===== src/hw/cache_pkg.sv =====
package cache_pkg;

    // Byte address as seen by the core and by the line-side ports
    typedef logic [31:0] addr_t;

    // One data word
    typedef logic [31:0] word_t;

    localparam int WORDS_PER_LINE = 4;

    // Byte offset bits inside one 16-byte line
    localparam int LINE_OFFSET_BITS = 4;

    // A cache line moves as raw bits on the memory side.
    // The caches pick and merge single words through the word view.
    // Word 0 holds the lowest address.
    typedef union packed {
        logic [WORDS_PER_LINE*32-1:0]  bits;
        word_t [WORDS_PER_LINE-1:0]    words;
    } cache_line_u;

endpackage


===== src/hw/mem_arbiter.sv =====
`timescale 1ns/100ps

module mem_arbiter (
    input  logic                    clk,
    input  logic                    arst_n,
    input  logic                    ic_req,
    input  cache_pkg::addr_t        ic_addr,
    output logic                    ic_ack,
    output cache_pkg::cache_line_u  ic_rdata,
    input  logic                    dc_req,
    input  logic                    dc_we,
    input  cache_pkg::addr_t        dc_addr,
    input  cache_pkg::cache_line_u  dc_wdata,
    output logic                    dc_ack,
    output cache_pkg::cache_line_u  dc_rdata,
    output logic                    mem_req,
    output logic                    mem_we,
    output cache_pkg::addr_t        mem_addr,
    output cache_pkg::cache_line_u  mem_wdata,
    input  logic                    mem_ack,
    input  cache_pkg::cache_line_u  mem_rdata
);

    logic own_ic_q;
    logic own_dc_q;
    logic last_dc_q;
    logic held;
    logic grant_ic;
    logic grant_dc;

    assign held = own_ic_q | own_dc_q;

    // Free port goes to a lone requester at once; on a tie the last winner yields
    assign grant_ic = own_ic_q | (~held & ic_req & (~dc_req | last_dc_q));
    assign grant_dc = own_dc_q | (~held & dc_req & (~ic_req | ~last_dc_q));

    assign mem_req   = (grant_ic & ic_req) | (grant_dc & dc_req);
    // Instruction side never writes
    assign mem_we    = grant_dc ? dc_we : 1'b0;
    assign mem_addr  = grant_dc ? dc_addr : ic_addr;
    assign mem_wdata = grant_dc ? dc_wdata : '0;

    assign ic_ack   = mem_ack & own_ic_q;
    assign dc_ack   = mem_ack & own_dc_q;
    assign ic_rdata = mem_rdata;
    assign dc_rdata = mem_rdata;

    always_ff @(posedge clk or negedge arst_n) begin
        if (!arst_n) begin
            own_ic_q  <= 1'b0;
            own_dc_q  <= 1'b0;
            last_dc_q <= 1'b0;
        end else if (mem_ack) begin
            own_ic_q <= 1'b0;
            own_dc_q <= 1'b0;
        end else if (!held) begin
            own_ic_q <= grant_ic;
            own_dc_q <= grant_dc;
            if (grant_ic || grant_dc) begin
                last_dc_q <= grant_dc;
            end
        end
    end

    // A request that memory has taken keeps its owner until the ack
    assert property (@(posedge clk) disable iff (!arst_n)
        (mem_req && !mem_ack) |=> (own_ic_q || own_dc_q))
        else $error("mem_arbiter: memory request without an owner");

endmodule


===== config.mk =====
export PLATFORM = sky130hd
export DESIGN_NAME = mem_arbiter
export DESIGN_NICKNAME = d
export VERILOG_FILES = /design/src/hw/cache_pkg.sv /design/src/hw/mem_arbiter.sv
export SDC_FILE = /design/constraint.sdc
export NUM_CORES = 1
export LEC_CHECK = 0
export BUFFER_PORTS_ARGS = -buffer_cell sky130_fd_sc_hd__buf_2
export CAP_MARGIN = 20
export CORE_AREA = 2 2 288 290
export DETAILED_ROUTE_END_ITERATION = 6
export DIE_AREA = 0 0 290 292
export HOLD_SLACK_MARGIN = 0.05
export PLACE_DENSITY = 0.36
export SYNTH_ARGS = -nofsm -noshare
export SYNTH_HDL_FRONTEND = slang
export SYNTH_SLANG_ARGS = --single-unit

===== constraint.sdc =====
create_clock -name clk -period 1.6 [get_ports clk]
set_input_delay 0.4 -clock clk [delete_from_list [all_inputs] [get_ports clk]]
set_output_delay 0.4 -clock clk [all_outputs]
set_load 0.1 [all_outputs]

==> results of run 1 <==
-- per-layer routing --
metal	up-vias	share of wire	wire length, µm	global-route usage
li1	1413	-	-	-
met1	1399	0.33	6380	0.0407
met2	487	0.45	8650	0.0644
met3	42	0.19	3580	0.0331
met4	6	0.026	493	0.0114
met5	-	0.0075	144	0.0119
-- area by class of cell --
cell class	count	area, µm²
inverter	3	11.3
timing repair buffer	409	4410
clock buffer	4	78.8
fill	9371	73700
tap	1070	1340
multi-input combinational	175	1960
sequential	3	75.1
-- cell families after synthesis --
family | count (synthesis) | share of synthesized area
muxes | 32 | 0.106
DFF | 3 | 0.0221
AOI/OAI and AO/OA | 6 | 0.0144
and+or+nand+nor | 137 | 0.250
buffers and inverters | 276 | 0.607
-- synthesized netlist by cell type, drive strengths merged --
master  instances  area (µm²)
o21ai           1        5.00
and2            2        12.5
nor2b         129         807
a31oi           3        33.8
nor2            2        7.51
nand2           1        3.75
mux2           32         360
nand2b          1        6.26
dfrtp           3        75.1
inv             3        11.3
a21oi           2        10.0
nor3            2        10.0
buf           273        2050
-- sequential cells by signal, indices dropped and copies added (netlist names) --
name	flops
own_dc_q	1
own_ic_q	1
last_dc_q	1
-- worst max-delay path, cell delays in order, from the launching register on --
cell,delay [ns]
sky130_fd_sc_hd__dfrtp_1,0.34
sky130_fd_sc_hd__nand2_2,0.07
sky130_fd_sc_hd__a31oi_4,0.24
sky130_fd_sc_hd__buf_12,0.20
sky130_fd_sc_hd__buf_12,0.15
sky130_fd_sc_hd__mux2_4,0.32
sky130_fd_sc_hd__buf_12,0.17
-- power groups by stage --
stage | clock network (mW) | registers [mW] | logic [mW]
2_1_floorplan | 0 | 0.115 | 8.96
4_1_cts | 0.400 | 0.109 | 9.02
3_5_place_dp | 0 | 0.109 | 8.43
3_3_place_gp | 0 | 0.109 | 8.46
5_1_grt | 0.406 | 0.113 | 9.81
6_report | 0.391 | 0.108 | 9.53
-- worst max-delay path by stage --
stage                    from        endpoint  slack (ns)  cells past startpoint
finish              last_dc_q     mem_addr[5]       -0.54                      6
global route        last_dc_q    mem_addr[23]       -0.61                      6
detailed placement     ic_req  mem_wdata[123]       -0.55                      8
floorplan              ic_req  mem_wdata[106]       -1.06                      5
CTS                 last_dc_q    mem_addr[23]       -0.58                      6
global placement       ic_req  mem_wdata[123]       -0.55                      8
-- timing repair --
item	CTS	global route
endpoints found under the setup margin	162	162
gates resized for setup	187	145
hold endpoints to repair	3	0
buffers inserted	1	9
pin swaps	0	0
hold buffers	1	0
-- through the flow --
step,cells,cell area (µm²)
floorplan,454,3950
CTS,1655,7240
global placement,1649,6550
finish,1664,7870
detailed placement,1649,6550
global route,1664,7870
==> impl_metrics.xml, run 1 <==
<?xml version="1.0" encoding="UTF-8"?>
<metrics>
  <group name="yosys">
    <metric name="synth.yosys.warnings" unit="">0</metric>
    <metric name="synth_fp_nets" unit="">780</metric>
    <metric name="synth_cells" unit="">454</metric>
    <metric name="postSynthRegisterBits" unit="">3</metric>
    <metric name="synth.lib_cells_used.distinct" unit="">17</metric>
    <metric name="post_synth_instance_area" unit="µm²">3390</metric>
    <metric name="avgSynthCellArea" unit="µm²">7.47</metric>
    <metric name="seq_area_frac_synth" unit="">0.0221</metric>
  </group>
  <group name="detailed_routing">
    <metric name="drt-initial-drc-count" unit="">55</metric>
    <metric name="wirelength" unit="µm">19300</metric>
    <metric name="drt.antenna.violating_nets" unit="">0</metric>
    <metric name="via_per_inst" unit="">2.01</metric>
    <metric name="num_vias" unit="">3347</metric>
    <metric name="detail_route.wl_per_cell" unit="µm">11.6</metric>
    <metric name="post-route-drc-count" unit="">0</metric>
    <metric name="dr.pass1.iters" unit="">4</metric>
  </group>
  <group name="worst_setup_path">
    <metric name="timing.reg2reg.worst_path_depth" unit="">5</metric>
    <metric name="critical_path_required" unit="ns">1.20</metric>
    <metric name="worst_ep_arrival_time" unit="ns">1.74</metric>
    <metric name="critical_path.max_fanout" unit="">18</metric>
    <metric name="worstReg2RegEnd" unit="">own_dc_q</metric>
    <metric name="path_class" unit="">reg -&gt; out</metric>
    <metric name="timing.critical_path.to_type" unit="">output port</metric>
    <metric name="r2r_setup_slack" unit="ns">0.38</metric>
    <metric name="cp-start-kind" unit="">register</metric>
    <metric name="rr_startpoint" unit="">last_dc_q</metric>
  </group>
  <group name="status">
    <metric name="violations" unit="">setup timing</metric>
    <metric name="outcome" unit="">finished, violations left</metric>
  </group>
  <group name="grt">
    <metric name="pin_count_of_the_biggest_net_entering_global_routing" unit="">19</metric>
    <metric name="grt.total_usage" unit="">0.0411</metric>
    <metric name="grt_pass1_wl" unit="µm">25300</metric>
    <metric name="grt_pass1_vias" unit="">3669</metric>
    <metric name="grt-ovfl-total" unit="">0</metric>
    <metric name="grt_antenna_before_repair" unit="">13</metric>
  </group>
  <group name="pwr">
    <metric name="power.sequential.fraction" unit="">0.011</metric>
    <metric name="total_leakage_power" unit="nW">3.40</metric>
    <metric name="p_per_area" unit="nW/µm²">1270</metric>
    <metric name="netSwitchingFraction" unit="">0.621</metric>
    <metric name="total_power" unit="mW">10.0</metric>
    <metric name="switching_power_summed_over_all_nets" unit="mW">6.23</metric>
    <metric name="power.internal" unit="mW">3.80</metric>
    <metric name="power.combinational.fraction" unit="">0.950</metric>
    <metric name="vdd_ir_drop_max" unit="mV">0.712</metric>
    <metric name="share_clk_of_total_power" unit="">0.039</metric>
  </group>
  <group name="floorplan">
    <metric name="ios" unit="">746</metric>
    <metric name="die_width" unit="µm">290</metric>
    <metric name="placementRows" unit="">105</metric>
    <metric name="die_area" unit="µm²">84700</metric>
    <metric name="placeableCoreArea" unit="µm²">81600</metric>
    <metric name="initial_utilization" unit="">0.0416</metric>
    <metric name="die_y" unit="µm">292</metric>
  </group>
  <group name="clocking">
    <metric name="insertion_delay" unit="ns">0.22</metric>
    <metric name="htreeDepth" unit="">1</metric>
    <metric name="worst_setup_hold_path_clk_slew" unit="ns">0.03</metric>
    <metric name="clkSinkCount" unit="">3</metric>
    <metric name="tritoncts_clock_tree" unit="">done</metric>
    <metric name="root_buffer" unit="">sky130_fd_sc_hd__clkbuf_16</metric>
    <metric name="cts_made_buffers" unit="">3</metric>
    <metric name="max-clock-path-buffers" unit="">2</metric>
  </group>
  <group name="placed_design">
    <metric name="dp.final_hpwl" unit="µm">17200</metric>
    <metric name="port_buffers" unit="">361</metric>
    <metric name="placer_congestion_estimate" unit="">0.726</metric>
    <metric name="dpl_worst_slack" unit="ns">-0.548</metric>
  </group>
  <group name="final_layout">
    <metric name="commonest_non_fill_non_tap_cells_in_the_layout" unit="">197 x sky130_fd_sc_hd__buf_2, 133 x sky130_fd_sc_hd__buf_12, 63 x sky130_fd_sc_hd__nor2b_4</metric>
    <metric name="drive_above_1_share" unit="">0.926</metric>
    <metric name="finalNetCount" unit="">921</metric>
    <metric name="layout_area_overhead" unit="%">132</metric>
    <metric name="layout_commonest_cell" unit="">sky130_fd_sc_hd__buf_2</metric>
    <metric name="antenna-diode-count" unit="">0</metric>
    <metric name="finish.utilization" unit="">0.0965</metric>
  </group>
  <group name="timing">
    <metric name="report.final.slew_viol_count" unit="">0</metric>
    <metric name="timing_worst_slew_pin_value" unit="ns">0.357</metric>
    <metric name="maximum_frequency_from_static_timing_analysis" unit="MHz">468</metric>
    <metric name="final_period_utilization" unit="">1.34</metric>
    <metric name="setup_ws" unit="ns">-0.539</metric>
    <metric name="setup_repair_after_global_routing_missed_its_margin" unit="">yes</metric>
    <metric name="worst_clock_skew" unit="ns">0.000115</metric>
    <metric name="relSlewSlack" unit="">0.760</metric>
    <metric name="total_negative_setup_slack" unit="ns">-67.58</metric>
    <metric name="tightest_hold_margin" unit="ns">0.405</metric>
    <metric name="fin_crit" unit="ns">2.14</metric>
    <metric name="finalHoldViolations" unit="">0</metric>
    <metric name="timing.final.setup_violations" unit="">162</metric>
  </group>
  <group name="job">
    <metric name="max_cap_viol_count" unit="">0</metric>
  </group>
  <group name="hold_path">
    <metric name="hold_path_class" unit="">in -&gt; reg</metric>
    <metric name="whs_path_depth" unit="">2</metric>
    <metric name="hold_start" unit="">mem_ack</metric>
    <metric name="hold_worst_path_end" unit="">own_dc_q</metric>
  </group>
</metrics>
Power figures use the tool's default switching activity.
==> run 2: changes to the inputs <==
--- a/config.mk
+++ b/config.mk
@@ -8,6 +8,7 @@
 export BUFFER_PORTS_ARGS = -buffer_cell sky130_fd_sc_hd__buf_2
 export CAP_MARGIN = 20
 export CORE_AREA = 2 2 288 290
+export CTS_BUF_LIST = sky130_fd_sc_hd__clkbuf_2 sky130_fd_sc_hd__clkbuf_4 sky130_fd_sc_hd__clkbuf_8
 export DETAILED_ROUTE_END_ITERATION = 6
 export DIE_AREA = 0 0 290 292
 export HOLD_SLACK_MARGIN = 0.05
==> impl_metrics.xml, run 2 (synthesis results as in run 1) <==
<?xml version="1.0" encoding="UTF-8"?>
<metrics>
  <group name="detailed_routing">
    <metric name="drt.antenna.violating_nets" unit="">0</metric>
    <metric name="dr.pass1.iters" unit="">2</metric>
    <metric name="topRoutingLayerUsed" unit="">met5</metric>
    <metric name="via_per_inst" unit="">2.01</metric>
    <metric name="detail_route.wl_per_cell" unit="µm">11.6</metric>
    <metric name="met2_wirelength" unit="µm">8730</metric>
    <metric name="post-route-drc-count" unit="">0</metric>
    <metric name="met1_length" unit="µm">6380</metric>
    <metric name="met3_wirelength" unit="µm">3600</metric>
    <metric name="num_vias" unit="">3349</metric>
    <metric name="wirelength" unit="µm">19300</metric>
    <metric name="drt-initial-drc-count" unit="">56</metric>
  </group>
  <group name="clocking">
    <metric name="tritoncts_clock_tree" unit="">done</metric>
    <metric name="clkSinkCount" unit="">3</metric>
    <metric name="cts_made_buffers" unit="">3</metric>
    <metric name="worst_setup_hold_path_clk_slew" unit="ns">0.03</metric>
    <metric name="max-clock-path-buffers" unit="">2</metric>
    <metric name="root_buffer" unit="">sky130_fd_sc_hd__clkbuf_8</metric>
    <metric name="htreeDepth" unit="">1</metric>
    <metric name="insertion_delay" unit="ns">0.21</metric>
  </group>
  <group name="final_layout">
    <metric name="finalNetCount" unit="">921</metric>
    <metric name="n_fill_cell" unit="">9390</metric>
    <metric name="layout_commonest_cell" unit="">sky130_fd_sc_hd__buf_2</metric>
    <metric name="post-route-cell-area" unit="µm²">7820</metric>
    <metric name="area.sequential" unit="µm²">75.1</metric>
    <metric name="commonest_non_fill_non_tap_cells_in_the_layout" unit="">197 x sky130_fd_sc_hd__buf_2, 130 x sky130_fd_sc_hd__buf_12, 60 x sky130_fd_sc_hd__nor2b_4</metric>
    <metric name="antenna-diode-count" unit="">0</metric>
    <metric name="finish.utilization" unit="">0.0958</metric>
    <metric name="drive_above_1_share" unit="">0.939</metric>
    <metric name="multiInputGateArea" unit="µm²">1960</metric>
    <metric name="layout_area_overhead" unit="%">131</metric>
    <metric name="top_regs" unit="">last_dc_q: 1 flops, own_dc_q: 1 flops, own_ic_q: 1 flops</metric>
  </group>
  <group name="status">
    <metric name="violations" unit="">setup timing</metric>
    <metric name="outcome" unit="">finished, violations left</metric>
  </group>
  <group name="grt">
    <metric name="pin_count_of_the_biggest_net_entering_global_routing" unit="">19</metric>
    <metric name="grt_pass1_wl" unit="µm">25300</metric>
    <metric name="grt.total_usage" unit="">0.0411</metric>
    <metric name="grt-ovfl-total" unit="">0</metric>
    <metric name="grt_antenna_before_repair" unit="">13</metric>
    <metric name="grt_pass1_vias" unit="">3669</metric>
  </group>
  <group name="pwr">
    <metric name="total_leakage_power" unit="nW">3.38</metric>
    <metric name="p_per_area" unit="nW/µm²">1260</metric>
    <metric name="total_power" unit="mW">9.85</metric>
    <metric name="vdd_ir_drop_max" unit="mV">0.712</metric>
  </group>
  <group name="timing">
    <metric name="finalHoldViolations" unit="">0</metric>
    <metric name="timing.final.setup_violations" unit="">162</metric>
    <metric name="setup_repair_after_global_routing_missed_its_margin" unit="">yes</metric>
    <metric name="fin_crit" unit="ns">2.13</metric>
    <metric name="setup_ws" unit="ns">-0.530</metric>
    <metric name="worst_clock_skew" unit="ns">0.000393</metric>
    <metric name="tightest_hold_margin" unit="ns">0.415</metric>
    <metric name="relSlewSlack" unit="">0.760</metric>
    <metric name="report.final.slew_viol_count" unit="">0</metric>
    <metric name="maximum_frequency_from_static_timing_analysis" unit="MHz">470</metric>
    <metric name="timing_worst_slew_pin_value" unit="ns">0.357</metric>
    <metric name="final_period_utilization" unit="">1.33</metric>
    <metric name="total_negative_setup_slack" unit="ns">-65.46</metric>
  </group>
  <group name="floorplan">
    <metric name="placementRows" unit="">105</metric>
    <metric name="die_y" unit="µm">292</metric>
    <metric name="placeableCoreArea" unit="µm²">81600</metric>
    <metric name="die_width" unit="µm">290</metric>
    <metric name="die_area" unit="µm²">84700</metric>
    <metric name="initial_utilization" unit="">0.0416</metric>
    <metric name="ios" unit="">746</metric>
  </group>
  <group name="worst_setup_path">
    <metric name="worst_ep_arrival_time" unit="ns">1.73</metric>
    <metric name="cp-start-kind" unit="">register</metric>
    <metric name="critical_path.max_fanout" unit="">18</metric>
    <metric name="rr_startpoint" unit="">last_dc_q</metric>
    <metric name="worstReg2RegEnd" unit="">own_dc_q</metric>
    <metric name="path_class" unit="">reg -&gt; out</metric>
    <metric name="r2r_setup_slack" unit="ns">0.38</metric>
    <metric name="timing.critical_path.to_type" unit="">output port</metric>
    <metric name="timing.reg2reg.worst_path_depth" unit="">5</metric>
    <metric name="critical_path_required" unit="ns">1.20</metric>
  </group>
  <group name="placed_design">
    <metric name="dp.final_hpwl" unit="µm">17200</metric>
    <metric name="placer_congestion_estimate" unit="">0.726</metric>
    <metric name="port_buffers" unit="">361</metric>
    <metric name="post_dp_cell_area" unit="µm²">6550</metric>
  </group>
  <group name="hold_path">
    <metric name="hold_start" unit="">mem_ack</metric>
    <metric name="hold_worst_path_end" unit="">own_dc_q</metric>
    <metric name="whs_path_depth" unit="">2</metric>
    <metric name="hold_path_class" unit="">in -&gt; reg</metric>
  </group>
  <group name="job">
    <metric name="max_cap_viol_count" unit="">0</metric>
  </group>
</metrics>
[run 2: what timing repair did]
item,CTS,global route
hold buffers,1,0
gates resized for setup,187,142
setup endpoints to repair,162,162
buffers inserted,1,9
endpoints found under the hold margin,3,0
[run 2: area by class of cell]
| class | count | area share |
|---|---|---|
| inverters | 3 | 0.00144 |
| well taps | 1070 | 0.171 |
| clock buffers | 4 | 0.00624 |
| multi-input cells | 175 | 0.251 |
| flip-flops and latches | 3 | 0.00960 |
| repair buffers | 409 | 0.561 |
[run 2: per-stage QoR]
step                instances  setup slack, ns
global route             1664           -0.601
detailed placement       1649           -0.548
floorplan                 454            -1.06
finish                   1664           -0.530
CTS                      1655           -0.571
global placement         1649           -0.553
[run 2: worst max-delay path, stage by stage, from the launching register on]
cell,delay (ns)
sky130_fd_sc_hd__dfrtp_1,0.34
sky130_fd_sc_hd__nand2_2,0.07
sky130_fd_sc_hd__a31oi_4,0.24
sky130_fd_sc_hd__buf_12,0.20
sky130_fd_sc_hd__buf_12,0.15
sky130_fd_sc_hd__mux2_4,0.32
sky130_fd_sc_hd__buf_12,0.17
[run 2: worst max-delay path by stage]
stage / startpoint / end
after detailed placement: ic_req / mem_wdata[123]
final: last_dc_q / mem_addr[5]
after floorplan: ic_req / mem_wdata[106]
after global routing: last_dc_q / mem_addr[23]
after CTS: last_dc_q / mem_addr[23]
after global placement: ic_req / mem_wdata[123]
[run 2: power by group]
part	leakage (nW)	switching [mW]	internal [mW]
Combinational	3.31	6.15	3.36
Sequential	0.0371	0.0128	0.0954
Clock	0.0262	0.0469	0.187
[run 2: per-layer routing]
layer,up-vias,GRT usage
met5,-,0.0119
met4,6,0.0114
met3,42,0.0331
met2,487,0.0644
met1,1400,0.0407
li1,1414,-
